[src/rtl/cdi_defs.svh]
`ifndef CDI_DEFS_SVH
`define CDI_DEFS_SVH

// ========================================
// Data and address widths
// ========================================

`define CDI_WORD_W 16
`define CDI_SDRAM_ADDR_W 25
`define CDI_NVRAM_ADDR_W 13

// Prefix above the download word address, selects the boot ROM area in SDRAM
`define CDI_ROM_REGION 3'b001

// Early-boot window in which NvRAM changes are not worth a backup
// Short value for simulation
`define CDI_NVRAM_IGNORE_CYCLES 4

`endif

[src/rtl/cdi_mem_pkg.sv]
`include "cdi_defs.svh"

package cdi_mem_pkg;

    // One beat of the host download channel
    typedef struct packed {
        logic                         wr;
        logic [`CDI_SDRAM_ADDR_W-1:0] addr;
        logic [`CDI_WORD_W-1:0]       data;
        // Index bit, set for the slave WORM image
        logic                         slave_sel;
        logic                         active;
    } dl_req_t;

    // Request towards the SDRAM controller
    typedef struct packed {
        logic [`CDI_SDRAM_ADDR_W-1:0] addr;
        logic [`CDI_WORD_W-1:0]       din;
        logic                         rd;
        logic                         wr;
        logic                         word;
        logic                         refresh;
        logic                         burst;
    } sdram_req_t;

    // Byte write into the slave WORM
    typedef struct packed {
        logic [`CDI_NVRAM_ADDR_W-1:0] adr;
        logic [7:0]                   data;
        logic                         wr;
    } worm_wr_t;

    // Download beats come first, refresh fills the gaps
    typedef enum logic [1:0] {
        ROM_DOWNLOAD,
        REFRESH,
        IDLE
    } sdram_owner_t;

endpackage

[src/rtl/cdi_nvram_pkg.sv]
`include "cdi_defs.svh"

package cdi_nvram_pkg;

    // Host side into the design
    typedef struct packed {
        logic                   ack;
        logic                   buff_wr;
        logic                   buff_addr_lsb;
        logic [`CDI_WORD_W-1:0] buff_dout;
        logic                   media_change;
        logic                   img_nonzero;
    } hps_nv_in_t;

    // Host side out of the design
    typedef struct packed {
        logic                   rd;
        logic                   wr;
        logic [`CDI_WORD_W-1:0] din;
    } hps_nv_out_t;

    // Towards the NvRAM inside the core
    typedef struct packed {
        logic [`CDI_NVRAM_ADDR_W-1:0] adr;
        logic [7:0]                   restore_data;
        logic                         restore_write;
        logic                         allow_cpu_access;
    } nv_core_t;

    // Commands from the sequencer to the byte path
    typedef struct packed {
        logic adr_clear;
        logic adr_step;
        logic cap_lo;
        logic cap_hi;
        logic restore_load;
    } nv_cmd_t;

    typedef enum logic [3:0] {
        NV_IDLE,
        NV_WAIT_ACK,
        NV_BACKUP0,
        NV_BACKUP1,
        NV_BACKUP2,
        NV_BACKUP3,
        NV_RESTORE0,
        NV_RESTORE1,
        NV_RESTORE2
    } nvram_state_t;

endpackage

[src/rtl/cdi_platform_top.sv]
`timescale 1ns/1ps
`include "cdi_defs.svh"

module cdi_platform_top
    import cdi_mem_pkg::*, cdi_nvram_pkg::*;
(
    input  logic        clk_sys,
    input  logic        cditop_reset,
    input  dl_req_t     dl,
    input  sdram_req_t  core_req,
    input  logic        sdram_busy,
    input  hps_nv_in_t  hps_in,
    input  logic [7:0]  nv_backup_data,
    input  logic        nv_cpu_changed,
    input  logic        osd_status,
    input  logic        reset_on_mount_en,
    output sdram_req_t  sdram_req,
    output worm_wr_t    worm,
    output hps_nv_out_t hps_out,
    output nv_core_t    nv_core,
    output logic        core_hold,
    output logic        backup_pending,
    output logic        dl_overflow
);
    sdram_owner_t                 sdram_owner;
    nv_cmd_t                      nv_cmd;
    logic                         rom_pending;
    logic                         hps_rd;
    logic                         hps_wr;
    logic [`CDI_WORD_W-1:0]       hps_din;
    logic [`CDI_NVRAM_ADDR_W-1:0] nv_adr;
    logic [7:0]                   restore_data;
    logic                         restore_write;
    logic                         allow_cpu_access;

    assign hps_out = '{rd: hps_rd, wr: hps_wr, din: hps_din};
    assign nv_core = '{
        adr:              nv_adr,
        restore_data:     restore_data,
        restore_write:    restore_write,
        allow_cpu_access: allow_cpu_access
    };

    platform_ctrl #(
        .IGNORE_CYCLES(`CDI_NVRAM_IGNORE_CYCLES)
    ) u_ctrl (
        .clk_sys          (clk_sys),
        .cditop_reset     (cditop_reset),
        .dl_active        (dl.active),
        .hps_in           (hps_in),
        .nv_cpu_changed   (nv_cpu_changed),
        .osd_status       (osd_status),
        .reset_on_mount_en(reset_on_mount_en),
        .rom_pending      (rom_pending),
        .sdram_busy       (sdram_busy),
        .core_hold        (core_hold),
        .sdram_owner      (sdram_owner),
        .nv_cmd           (nv_cmd),
        .hps_rd           (hps_rd),
        .hps_wr           (hps_wr),
        .restore_write    (restore_write),
        .allow_cpu_access (allow_cpu_access),
        .backup_pending   (backup_pending)
    );

    sdram_prep_path u_sdram_prep (
        .clk_sys     (clk_sys),
        .cditop_reset(cditop_reset),
        .dl          (dl),
        .core_hold   (core_hold),
        .sdram_owner (sdram_owner),
        .sdram_busy  (sdram_busy),
        .core_req    (core_req),
        .sdram_req   (sdram_req),
        .rom_pending (rom_pending),
        .dl_overflow (dl_overflow)
    );

    worm_loader u_worm (
        .clk_sys     (clk_sys),
        .cditop_reset(cditop_reset),
        .dl          (dl),
        .worm        (worm)
    );

    nvram_byte_path u_nv_bytes (
        .clk_sys       (clk_sys),
        .nv_cmd        (nv_cmd),
        .hps_buff_dout (hps_in.buff_dout),
        .nv_backup_data(nv_backup_data),
        .nv_adr        (nv_adr),
        .hps_din       (hps_din),
        .restore_data  (restore_data)
    );

endmodule

[src/rtl/nvram_byte_path.sv]
`timescale 1ns/1ps
`include "cdi_defs.svh"

module nvram_byte_path
    import cdi_nvram_pkg::*;
(
    input  logic                         clk_sys,
    input  nv_cmd_t                      nv_cmd,
    input  logic [`CDI_WORD_W-1:0]       hps_buff_dout,
    input  logic [7:0]                   nv_backup_data,
    output logic [`CDI_NVRAM_ADDR_W-1:0] nv_adr,
    output logic [`CDI_WORD_W-1:0]       hps_din,
    output logic [7:0]                   restore_data
);
    logic [`CDI_WORD_W-1:0] restore_word;

    // Byte address shared by backup and restore
    always_ff @(posedge clk_sys) begin
        if (nv_cmd.adr_clear) begin
            nv_adr <= '0;
        end else if (nv_cmd.adr_step) begin
            nv_adr <= nv_adr + 1'b1;
        end
    end

    always_ff @(posedge clk_sys) begin
        if (nv_cmd.cap_lo) begin
            hps_din[7:0] <= nv_backup_data;
        end
        if (nv_cmd.cap_hi) begin
            hps_din[15:8] <= nv_backup_data;
        end
        if (nv_cmd.restore_load) begin
            restore_word <= hps_buff_dout;
        end
    end

    // Even address takes the low byte
    assign restore_data = nv_adr[0] ? restore_word[15:8] : restore_word[7:0];

endmodule

[src/rtl/platform_ctrl.sv]
`timescale 1ns/1ps
`include "cdi_defs.svh"

module platform_ctrl
    import cdi_mem_pkg::*, cdi_nvram_pkg::*;
#(
    parameter int IGNORE_CYCLES = `CDI_NVRAM_IGNORE_CYCLES
) (
    input  logic         clk_sys,
    input  logic         cditop_reset,
    input  logic         dl_active,
    input  hps_nv_in_t   hps_in,
    input  logic         nv_cpu_changed,
    input  logic         osd_status,
    input  logic         reset_on_mount_en,
    input  logic         rom_pending,
    input  logic         sdram_busy,
    output logic         core_hold,
    output sdram_owner_t sdram_owner,
    output nv_cmd_t      nv_cmd,
    output logic         hps_rd,
    output logic         hps_wr,
    output logic         restore_write,
    output logic         allow_cpu_access,
    output logic         backup_pending
);
    localparam int CNT_W = $clog2(IGNORE_CYCLES + 1);

    sdram_owner_t     owner_q;
    sdram_owner_t     owner_next;
    nvram_state_t     state;
    logic [CNT_W-1:0] ignore_cnt;
    logic             mounted;
    logic             osd_q;
    logic             lsb_q;
    logic             img_mount;
    logic             osd_rise;
    logic             lsb_toggle;
    logic             backup_start;

    assign img_mount    = hps_in.media_change && hps_in.img_nonzero;
    assign osd_rise     = osd_status && !osd_q;
    assign lsb_toggle   = hps_in.buff_addr_lsb != lsb_q;
    // A mount takes precedence over a backup request
    assign backup_start = (state == NV_IDLE) && !img_mount && backup_pending && osd_rise;

    // ========================================
    // Core hold and SDRAM owner
    // ========================================

    always_ff @(posedge clk_sys) begin
        core_hold <= cditop_reset || dl_active || (img_mount && reset_on_mount_en);
    end

    always_comb begin
        owner_next = IDLE;
        if (core_hold) begin
            owner_next = rom_pending ? ROM_DOWNLOAD : REFRESH;
        end
        // Keep the owner of an access in flight
        sdram_owner = sdram_busy ? owner_q : owner_next;
    end

    always_ff @(posedge clk_sys) begin
        if (cditop_reset) begin
            owner_q <= IDLE;
        end else begin
            owner_q <= sdram_owner;
        end
    end

    // ========================================
    // Mount flag, edges and backup request
    // ========================================

    always_ff @(posedge clk_sys) begin
        if (cditop_reset) begin
            mounted <= 1'b0;
            osd_q   <= 1'b0;
            lsb_q   <= 1'b0;
        end else begin
            osd_q <= osd_status;
            lsb_q <= hps_in.buff_addr_lsb;
            if (hps_in.media_change) begin
                mounted <= hps_in.img_nonzero;
            end
        end
    end

    // The OS writes NvRAM while booting, those changes are not backed up
    always_ff @(posedge clk_sys) begin
        if (cditop_reset || core_hold) begin
            ignore_cnt     <= CNT_W'(IGNORE_CYCLES);
            backup_pending <= 1'b0;
        end else begin
            if (ignore_cnt != '0) begin
                ignore_cnt <= ignore_cnt - 1'b1;
            end
            if (backup_start) begin
                backup_pending <= 1'b0;
            end else if (ignore_cnt == '0 && nv_cpu_changed && mounted) begin
                backup_pending <= 1'b1;
            end
        end
    end

    // ========================================
    // NvRAM backup and restore FSM
    // ========================================

    always_ff @(posedge clk_sys) begin
        if (cditop_reset) begin
            state            <= NV_IDLE;
            hps_rd           <= 1'b0;
            hps_wr           <= 1'b0;
            restore_write    <= 1'b0;
            allow_cpu_access <= 1'b1;
        end else begin
            restore_write <= 1'b0;
            // Requests are levels until the host acknowledges
            if (hps_in.ack) begin
                hps_rd <= 1'b0;
                hps_wr <= 1'b0;
            end

            case (state)
                NV_IDLE: begin
                    allow_cpu_access <= 1'b1;
                    if (img_mount) begin
                        hps_rd           <= 1'b1;
                        allow_cpu_access <= 1'b0;
                        state            <= NV_WAIT_ACK;
                    end else if (backup_start) begin
                        hps_wr           <= 1'b1;
                        allow_cpu_access <= 1'b0;
                        state            <= NV_WAIT_ACK;
                    end
                end
                NV_WAIT_ACK: begin
                    if (hps_in.ack && hps_rd) begin
                        state <= NV_RESTORE0;
                    end
                    if (hps_in.ack && hps_wr) begin
                        state <= NV_BACKUP0;
                    end
                end
                // Byte path steps the address ahead of the NvRAM read latency
                NV_BACKUP0: state <= NV_BACKUP1;
                NV_BACKUP1: state <= NV_BACKUP2;
                NV_BACKUP2: state <= NV_BACKUP3;
                NV_BACKUP3: begin
                    if (lsb_toggle) begin
                        state <= NV_BACKUP1;
                    end
                    if (!hps_in.ack) begin
                        state <= NV_IDLE;
                    end
                end
                NV_RESTORE0: begin
                    if (hps_in.buff_wr) begin
                        restore_write <= 1'b1;
                        state         <= NV_RESTORE1;
                    end
                    if (!hps_in.ack) begin
                        allow_cpu_access <= 1'b1;
                        state            <= NV_IDLE;
                    end
                end
                NV_RESTORE1: begin
                    restore_write <= 1'b1;
                    state         <= NV_RESTORE2;
                end
                NV_RESTORE2: state <= NV_RESTORE0;
                default:     state <= NV_IDLE;
            endcase
        end
    end

    always_comb begin
        nv_cmd              = '0;
        nv_cmd.adr_clear    = (state == NV_IDLE);
        nv_cmd.cap_lo       = (state == NV_BACKUP1);
        nv_cmd.cap_hi       = (state == NV_BACKUP2);
        nv_cmd.restore_load = (state == NV_RESTORE0) && hps_in.buff_wr;
        case (state)
            NV_BACKUP0, NV_BACKUP1, NV_RESTORE1, NV_RESTORE2: nv_cmd.adr_step = 1'b1;
            NV_BACKUP3: nv_cmd.adr_step = lsb_toggle;
            default:    nv_cmd.adr_step = 1'b0;
        endcase
    end

    // Host channel moves one direction at a time
    a_hps_one_dir: assert property (
        @(posedge clk_sys) disable iff (cditop_reset) !(hps_rd && hps_wr)
    );

endmodule

[src/rtl/sdram_prep_path.sv]
`timescale 1ns/1ps
`include "cdi_defs.svh"

module sdram_prep_path
    import cdi_mem_pkg::*;
(
    input  logic         clk_sys,
    input  logic         cditop_reset,
    input  dl_req_t      dl,
    input  logic         core_hold,
    input  sdram_owner_t sdram_owner,
    input  logic         sdram_busy,
    input  sdram_req_t   core_req,
    output sdram_req_t   sdram_req,
    output logic         rom_pending,
    output logic         dl_overflow
);
    sdram_owner_t owner_q;
    sdram_req_t   prep_req;
    logic         busy_q;
    logic         rom_wr;
    logic         rom_done;

    assign rom_wr   = dl.wr && !dl.slave_sel;
    // Download word written once busy drops behind it
    assign rom_done = (owner_q == ROM_DOWNLOAD) && busy_q && !sdram_busy;

    always_ff @(posedge clk_sys) begin
        if (cditop_reset) begin
            owner_q     <= IDLE;
            busy_q      <= 1'b0;
            rom_pending <= 1'b0;
            dl_overflow <= 1'b0;
        end else begin
            owner_q <= sdram_owner;
            busy_q  <= sdram_busy;
            if (rom_pending && dl.wr) begin
                dl_overflow <= 1'b1;
            end
            if (rom_done) begin
                rom_pending <= 1'b0;
            end else if (rom_wr) begin
                rom_pending <= 1'b1;
            end
        end
    end

    always_comb begin
        prep_req      = '0;
        prep_req.word = 1'b1;
        case (sdram_owner)
            ROM_DOWNLOAD: begin
                prep_req.addr = {`CDI_ROM_REGION, dl.addr[21:1], 1'b0};
                // Host words are little endian, the 68k wants big endian
                prep_req.din  = {dl.data[7:0], dl.data[15:8]};
                // No second write on the cycle busy falls
                prep_req.wr   = !busy_q;
            end
            REFRESH: begin
                prep_req.rd      = 1'b1;
                prep_req.refresh = 1'b1;
            end
            default: begin
            end
        endcase

        if (sdram_busy) begin
            prep_req.rd = 1'b0;
            prep_req.wr = 1'b0;
        end
    end

    assign sdram_req = core_hold ? prep_req : core_req;

    // Owner of an access in flight does not change under it
    a_owner_held: assert property (
        @(posedge clk_sys) disable iff (cditop_reset)
        sdram_busy |-> sdram_owner == owner_q
    );

endmodule

[src/rtl/worm_loader.sv]
`timescale 1ns/1ps

module worm_loader
    import cdi_mem_pkg::*;
(
    input  logic     clk_sys,
    input  logic     cditop_reset,
    input  dl_req_t  dl,
    output worm_wr_t worm
);
    logic        slave_wr;
    logic        slave_wr_q;
    logic        wr_q;
    logic [12:0] adr_q;
    logic [7:0]  data_q;
    logic [7:0]  high_byte;

    assign slave_wr = dl.wr && dl.slave_sel;

    always_ff @(posedge clk_sys) begin
        if (cditop_reset) begin
            slave_wr_q <= 1'b0;
            wr_q       <= 1'b0;
        end else begin
            slave_wr_q <= slave_wr;
            wr_q       <= slave_wr || slave_wr_q;
        end
    end

    // Low byte first, the high byte waits one cycle
    always_ff @(posedge clk_sys) begin
        if (slave_wr) begin
            adr_q     <= dl.addr[12:0];
            data_q    <= dl.data[7:0];
            high_byte <= dl.data[15:8];
        end else begin
            adr_q[0] <= 1'b1;
            data_q   <= high_byte;
        end
    end

    assign worm = '{adr: adr_q, data: data_q, wr: wr_q};

    a_slave_spacing: assert property (
        @(posedge clk_sys) disable iff (cditop_reset) slave_wr |=> !slave_wr
    );

endmodule

[config.mk]
export PLATFORM = sky130hd
export DESIGN_NAME = cdi_platform_top
export DESIGN_NICKNAME = d
export VERILOG_FILES = /design/src/rtl/cdi_mem_pkg.sv /design/src/rtl/cdi_nvram_pkg.sv /design/src/rtl/cdi_platform_top.sv /design/src/rtl/nvram_byte_path.sv /design/src/rtl/platform_ctrl.sv /design/src/rtl/sdram_prep_path.sv /design/src/rtl/worm_loader.sv
export VERILOG_INCLUDE_DIRS = /design/src /design/src/rtl
export SDC_FILE = /design/constraint.sdc
export NUM_CORES = 1
export LEC_CHECK = 0
export CAP_MARGIN = 5
export CORE_AREA = 2 2 93 95
export DETAILED_ROUTE_END_ITERATION = 10
export DIE_AREA = 0 0 95 97
export DONT_BUFFER_PORTS = 1
export HOLD_SLACK_MARGIN = 0.1
export PLACE_DENSITY = 0.63
export SLEW_MARGIN = 20
export SYNTH_ARGS = -nofsm -noshare
export SYNTH_HDL_FRONTEND = slang
export SYNTH_SLANG_ARGS = --single-unit
export TNS_END_PERCENT = 30
[constraint.sdc]
create_clock -name clk_sys -period 3.8 [get_ports clk_sys]
set_input_delay 0.76 -clock clk_sys [delete_from_list [all_inputs] [get_ports clk_sys]]
set_output_delay 0.76 -clock clk_sys [all_outputs]
set_load 0.05 [all_outputs]
**Word level (Yosys, flattened, before mapping)**

Index checks and enable logic that the tools add are counted.

- Add/sub/neg operators: 2
- Eq/ne operators: 15
- Reduce and logical (&&, ||, !) cells: 36
- Mux-type cells: 33

Operator list:

| cell | number |
|---|---|
| $mux 46 | 1 |
| $mux 39 | 1 |
| $pmux 4 s9 | 1 |
| $mux 4 | 8 |
| $eq 4x3->1 const B | 4 |
| $logic_and 1x1->1 | 16 |
| $mux 8 | 2 |
| $mux 1 | 14 |
| $add 13x1->13 const B | 1 |
| $eq 4x2->1 const B | 2 |
| $mux 2 | 3 |
| $ne 3x1->1 const B | 2 |
| $pmux 1 s2 | 3 |
| $logic_not 1->1 | 5 |
| $eq 4x1->1 const B | 1 |
| $eq 4x4->1 const B | 1 |
| $logic_not 2->1 | 2 |
| $logic_not 4->1 | 1 |
| $logic_or 1x1->1 | 4 |
| $reduce_and 4->1 | 1 |
| $reduce_or 2->1 | 2 |
| $reduce_or 4->1 | 1 |
| $logic_not 3->1 | 1 |
| $ne 3x2->1 const B | 1 |
| other kinds (8) | 8 |

- Output and inout port bits: 112
- Word-level logic and storage cells: 111
- Flip-flop bits (word level): 97

**Longest topological paths before layout**

- Depth after elaboration: 8
- Gate-level depth with buffers: 7
- Gate-level depth less buffers: 5

**Cells and area by module**

A second synthesis with hierarchy kept.

- Cell total of the unflattened synthesis: 336
- Area total of the unflattened synthesis: 4254.1 µm²

By module, submodules not included:

| module | area an instance (µm²) | instances | sequential area each (µm²) | cells each |
|---|---|---|---|---|
| nvram_byte_path | 1677.9 | 1 | 1221.2 | 107 |
| worm_loader | 984.7 | 1 | 820.8 | 47 |
| platform_ctrl | 927.1 | 1 | 360.3 | 104 |
| sdram_prep_path | 634.4 | 1 | 100.1 | 74 |
| cdi_platform_top | 30.0 | 1 | 0.0 | 4 |

**Worst setup path after synthesis**

No wires, ideal clock.

- Kind: input to output
- Start: in sdram_busy
- End: out sdram_req[13] (netlist bit)
- Arrival time: 2276 ps
- Setup slack: 764 ps
- Buffers on the path: 3
- Stages on the path: 7
- Data required time: 3040 ps
- Cell sequence: clkbuf_1 nor2b_1 a21oi_1 nor2_1 clkbuf_1 clkbuf_1 a22o_1

RTL lines:

| element | RTL line | source |
|---|---|---|
| start, declared | cdi_platform_top.sv:11 | `input logic sdram_busy,` |
| end, declared | cdi_platform_top.sv:17 | `output sdram_req_t sdram_req,` |

==> impl_metrics.env <==
export IMPL_startpoint="u_ctrl.core_hold$_DFF_P_"
export IMPL_worstPathArrival_ns=2.40
export IMPL_grt_use_total_pct=20.2
export IMPL_internal_power_mw=1.61
export IMPL_hpwl_um=7330
export IMPL_tightest_slew_ns=0.987
export IMPL_rows=33
export IMPL_max_slew_margin_pct=34.1
export IMPL_io_pin_count=237
export IMPL_end_kind="output port"
export IMPL_whs_ns=0.458
export IMPL_drv_slew=0
export IMPL_overflow=0
export IMPL_clk_pin_slew_ns=0.10
export IMPL_path_common_cell="buf_4"
export IMPL_core_sq_um=8130
export IMPL_grt_max_degree=43
export IMPL_clockBufferDepth=2
export IMPL_rsz0062_at_grt="false"
export IMPL_vias_per_cell=6.19
export IMPL_power_frac_clock_pct=23.1
export IMPL_synth_warning_count=0
export IMPL_total_power_mw=2.64
export IMPL_routed_wl_um=9660
export IMPL_finalCritPeriodShare_pct=83.1
export IMPL_place_gp_congestion=0.852
export IMPL_cp_start_kind="flop"
export IMPL_synth_top_area_share_pct=37.1
export IMPL_die_area_sq_um=9220
export IMPL_tns_ns=0
export IMPL_cts_root_buffer="clkbuf_8"
export IMPL_switching_share_pct=39.0
export IMPL_worstPathMaxFanout=42
export IMPL_vias=2822
export IMPL_ys_seq_area_share_pct=58.6
export IMPL_clkLatencyLatePin_ns=0.36
export IMPL_crit_path_end="sdram_req[38]"
export IMPL_cp_cell_sequence="buf_4 > inv_2 > nor2_2 > buf_4 > a22o_1"
export IMPL_num_fill_cells=659
export IMPL_first_iter_violations=116
export IMPL_synth_cell_types=53
export IMPL_async_flop_share_pct=0
export IMPL_r2r_end="u_nv_bytes.nv_adr[12]$_SDFFE_PN0P_"
export IMPL_clock_sinks=97
export IMPL_setup_viol=0
export IMPL_avgSynthCellArea_sq_um=12.0
export IMPL_drcViolationCount=0
export IMPL_ir_drop_mv=0.265
export IMPL_fin_area_sq_um=4490
export IMPL_static_leakage_power_nw=1.59
export IMPL_maxCapViolCount=0
export IMPL_synth_nets=478
export IMPL_nets=474
export IMPL_drive_gt1_share_pct=16.8
export IMPL_hold_class="in -> reg"
export IMPL_required_ns=3.04
export IMPL_area_growth_pct=6.70
export IMPL_synth_largest_area_cell="edfxtp_1"
export IMPL_firstDrtPassIters=4
export IMPL_sequentialPowerShare_pct=54.8
export IMPL_ys_seq_elements=97
export IMPL_grt_pass1_wl_um=14000
export IMPL_grt_pass1_vias=2621
export IMPL_cts_inserted_buffers=9
export IMPL_die_h_um=97
export IMPL_cpPeakStageDelay_ns=0.56
export IMPL_rr_startpoint="u_nv_bytes.nv_adr[0]$_SDFFE_PN0P_"
export IMPL_netlist_instances=350
export IMPL_skew_ns=0.0162
export IMPL_synthFlopType="edfxtp_1"
export IMPL_netSwitchingPower_mw=1.03
export IMPL_critical_path_slowest_cell="a22o_1"
export IMPL_status="complete, no violations"
export IMPL_hold_viol_final=0
export IMPL_drtAntennaViolNets=0
export IMPL_cts_setup_buffers=0
export IMPL_path_class="reg -> out"
export IMPL_placed_cell_area_sq_um=4300
export IMPL_synth_edf_count=52
export IMPL_cts_hold_buf=0
export IMPL_cts_tree="built"
export IMPL_p_per_area_nw_per_um2=588
export IMPL_timing_fmax_ghz=0.317
export IMPL_io_buffers=0
export IMPL_antenna_cells=0
export IMPL_fin_crit_ns=3.16
export IMPL_syn_area_sq_um=4200
export IMPL_cts_htree_levels=3
export IMPL_reg2reg_depth=4
export IMPL_antenna_found_initial=0
export IMPL_cts_resized=0
export IMPL_start_util_pct=51.7
export IMPL_utilization_pct=55.1
export IMPL_die_x_um=95
export IMPL_p_comb_share_pct=22.1
export IMPL_wl_per_cell_um=21.2
export IMPL_regToRegSetupSlack_ns=1.59
export IMPL_synthTopCellsByArea="edfxtp_1 (37%), dfxtp_1 (21%), a22o_1 (7.9%), mux2_2 (4.6%), mux2i_1 (2.9%)"
layout by cell type, fill, tap and decap left out, types with 3 or more instances in the layout:
| cell | netlist | routed |
|---|---|---|
| a211oi_1 | 3 | 3 |
| a21oi_1 | 15 | 15 |
| a22o_1 | 38 | 38 |
| and3_1 | 3 | 3 |
| buf_4 | 6 | 13 |
| clkbuf_8 | 0 | 9 |
| dfxtp_1 | 45 | 45 |
| edfxtp_1 | 52 | 52 |
| ha_1 | 3 | 3 |
| inv_1 | 9 | 9 |
| inv_6 | 0 | 3 |
| mux2_2 | 17 | 17 |
| mux2i_1 | 12 | 12 |
| nand2_1 | 24 | 24 |
| nand2b_1 | 9 | 9 |
| nand3_1 | 8 | 8 |
| nor2_1 | 20 | 19 |
| nor2b_1 | 8 | 8 |
| nor3_1 | 7 | 5 |
| o21a_1 | 3 | 3 |
| o21ai_0 | 7 | 6 |
Yosys cell counts, types with 3 or more instances:
cell type,n
edfxtp_1,52
and3_1,3
nor3_1,7
clkbuf_1,18
o21ai_0,7
mux2i_1,12
a211oi_1,3
nor2b_1,8
mux2_2,17
nor2_1,20
nand2b_1,9
nand2_1,24
nand3_1,8
inv_1,9
a22o_1,38
dfxtp_1,45
ha_1,3
buf_4,6
a21oi_1,15
o21a_1,3
cell type report:
class,instances,area (sq um),area share [%]
Tap cell,105,131,2.93
Inverter,11,41.3,0.921
Sequential cell,97,2460,54.9
Clock buffer,10,128,2.85
Clock inverter,6,50.0,1.12
Multi-Input combinational cell,214,1580,35.1
Timing Repair Buffer,13,97.6,2.18
power by group through the flow:
stage	combinational (mW)	clock [mW]	sequential, mW
6_report	0.583	0.610	1.45
5_1_grt	0.627	0.679	1.46
4_1_cts	0.583	0.636	1.45
3_5_place_dp	0.581	0	1.47
3_3_place_gp	0.570	0	1.47
2_1_floorplan	0.590	0	1.38
layer usage:
layer	track usage, %	up-vias	share of wire (%)
met3	5.76	15	9.3
li1	-	1297	-
met1	23.3	1345	37
met4	8.25	0	1.8
met2	34.7	165	52
met5	0	-	0
worst min path at each step:
stage	start	endpoint	slack, ns	depth (start not counted)
global placement	u_worm.slave_wr_q$_SDFF_PP0_	u_worm.wr_q$_SDFF_PP0_	0.42	2
CTS	cditop_reset	u_ctrl.lsb_q$_SDFF_PP0_	0.44	1
detailed placement	u_worm.slave_wr_q$_SDFF_PP0_	u_worm.wr_q$_SDFF_PP0_	0.44	2
finish	cditop_reset	u_ctrl.lsb_q$_SDFF_PP0_	0.46	1
floorplan	u_worm.slave_wr_q$_SDFF_PP0_	u_worm.wr_q$_SDFF_PP0_	0.42	2
global route	cditop_reset	u_worm.slave_wr_q$_SDFF_PP0_	0.43	1
cells by family after synthesis:
| group | synth area share, % |
|---|---|
| AND/OR/NAND/NOR | 11.2 |
| adder cells (fa/ha/maj) | 0.893 |
| multiplexers | 7.41 |
| flip-flops | 58.6 |
| XOR/XNOR | 0.625 |
| buffers and inverters | 4.40 |
| AO/OA/AOI/OAI | 16.8 |
worst max-delay path: cells and delay by family (launching register included):
| kind | cells | cell delay [ns] |
|---|---|---|
| AOI/OAI and AO/OA | 1 | 0.56 |
| DFF | 1 | 0.32 |
| buffers and inverters | 3 | 0.95 |
| and+or+nand+nor | 1 | 0.19 |
state kept, by name, indices dropped and copies added, names as in the netlist, 3 cells and up:
name,cells
u_ctrl.ignore_cnt,3
u_worm.adr_q,13
u_nv_bytes.hps_din,16
u_nv_bytes.restore_word,16
u_worm.data_q,8
u_ctrl.state,4
u_worm.high_byte,8
u_nv_bytes.nv_adr,13
through the flow:
step / setup slack (ns) / instances
floorplan: 0.764 / 350
global placement: 1.09 / 440
detailed placement: 1.05 / 440
CTS: 0.638 / 456
global route: 0.507 / 456
finish: 0.643 / 456
Note: power is estimated with default switching activity, not from simulation.
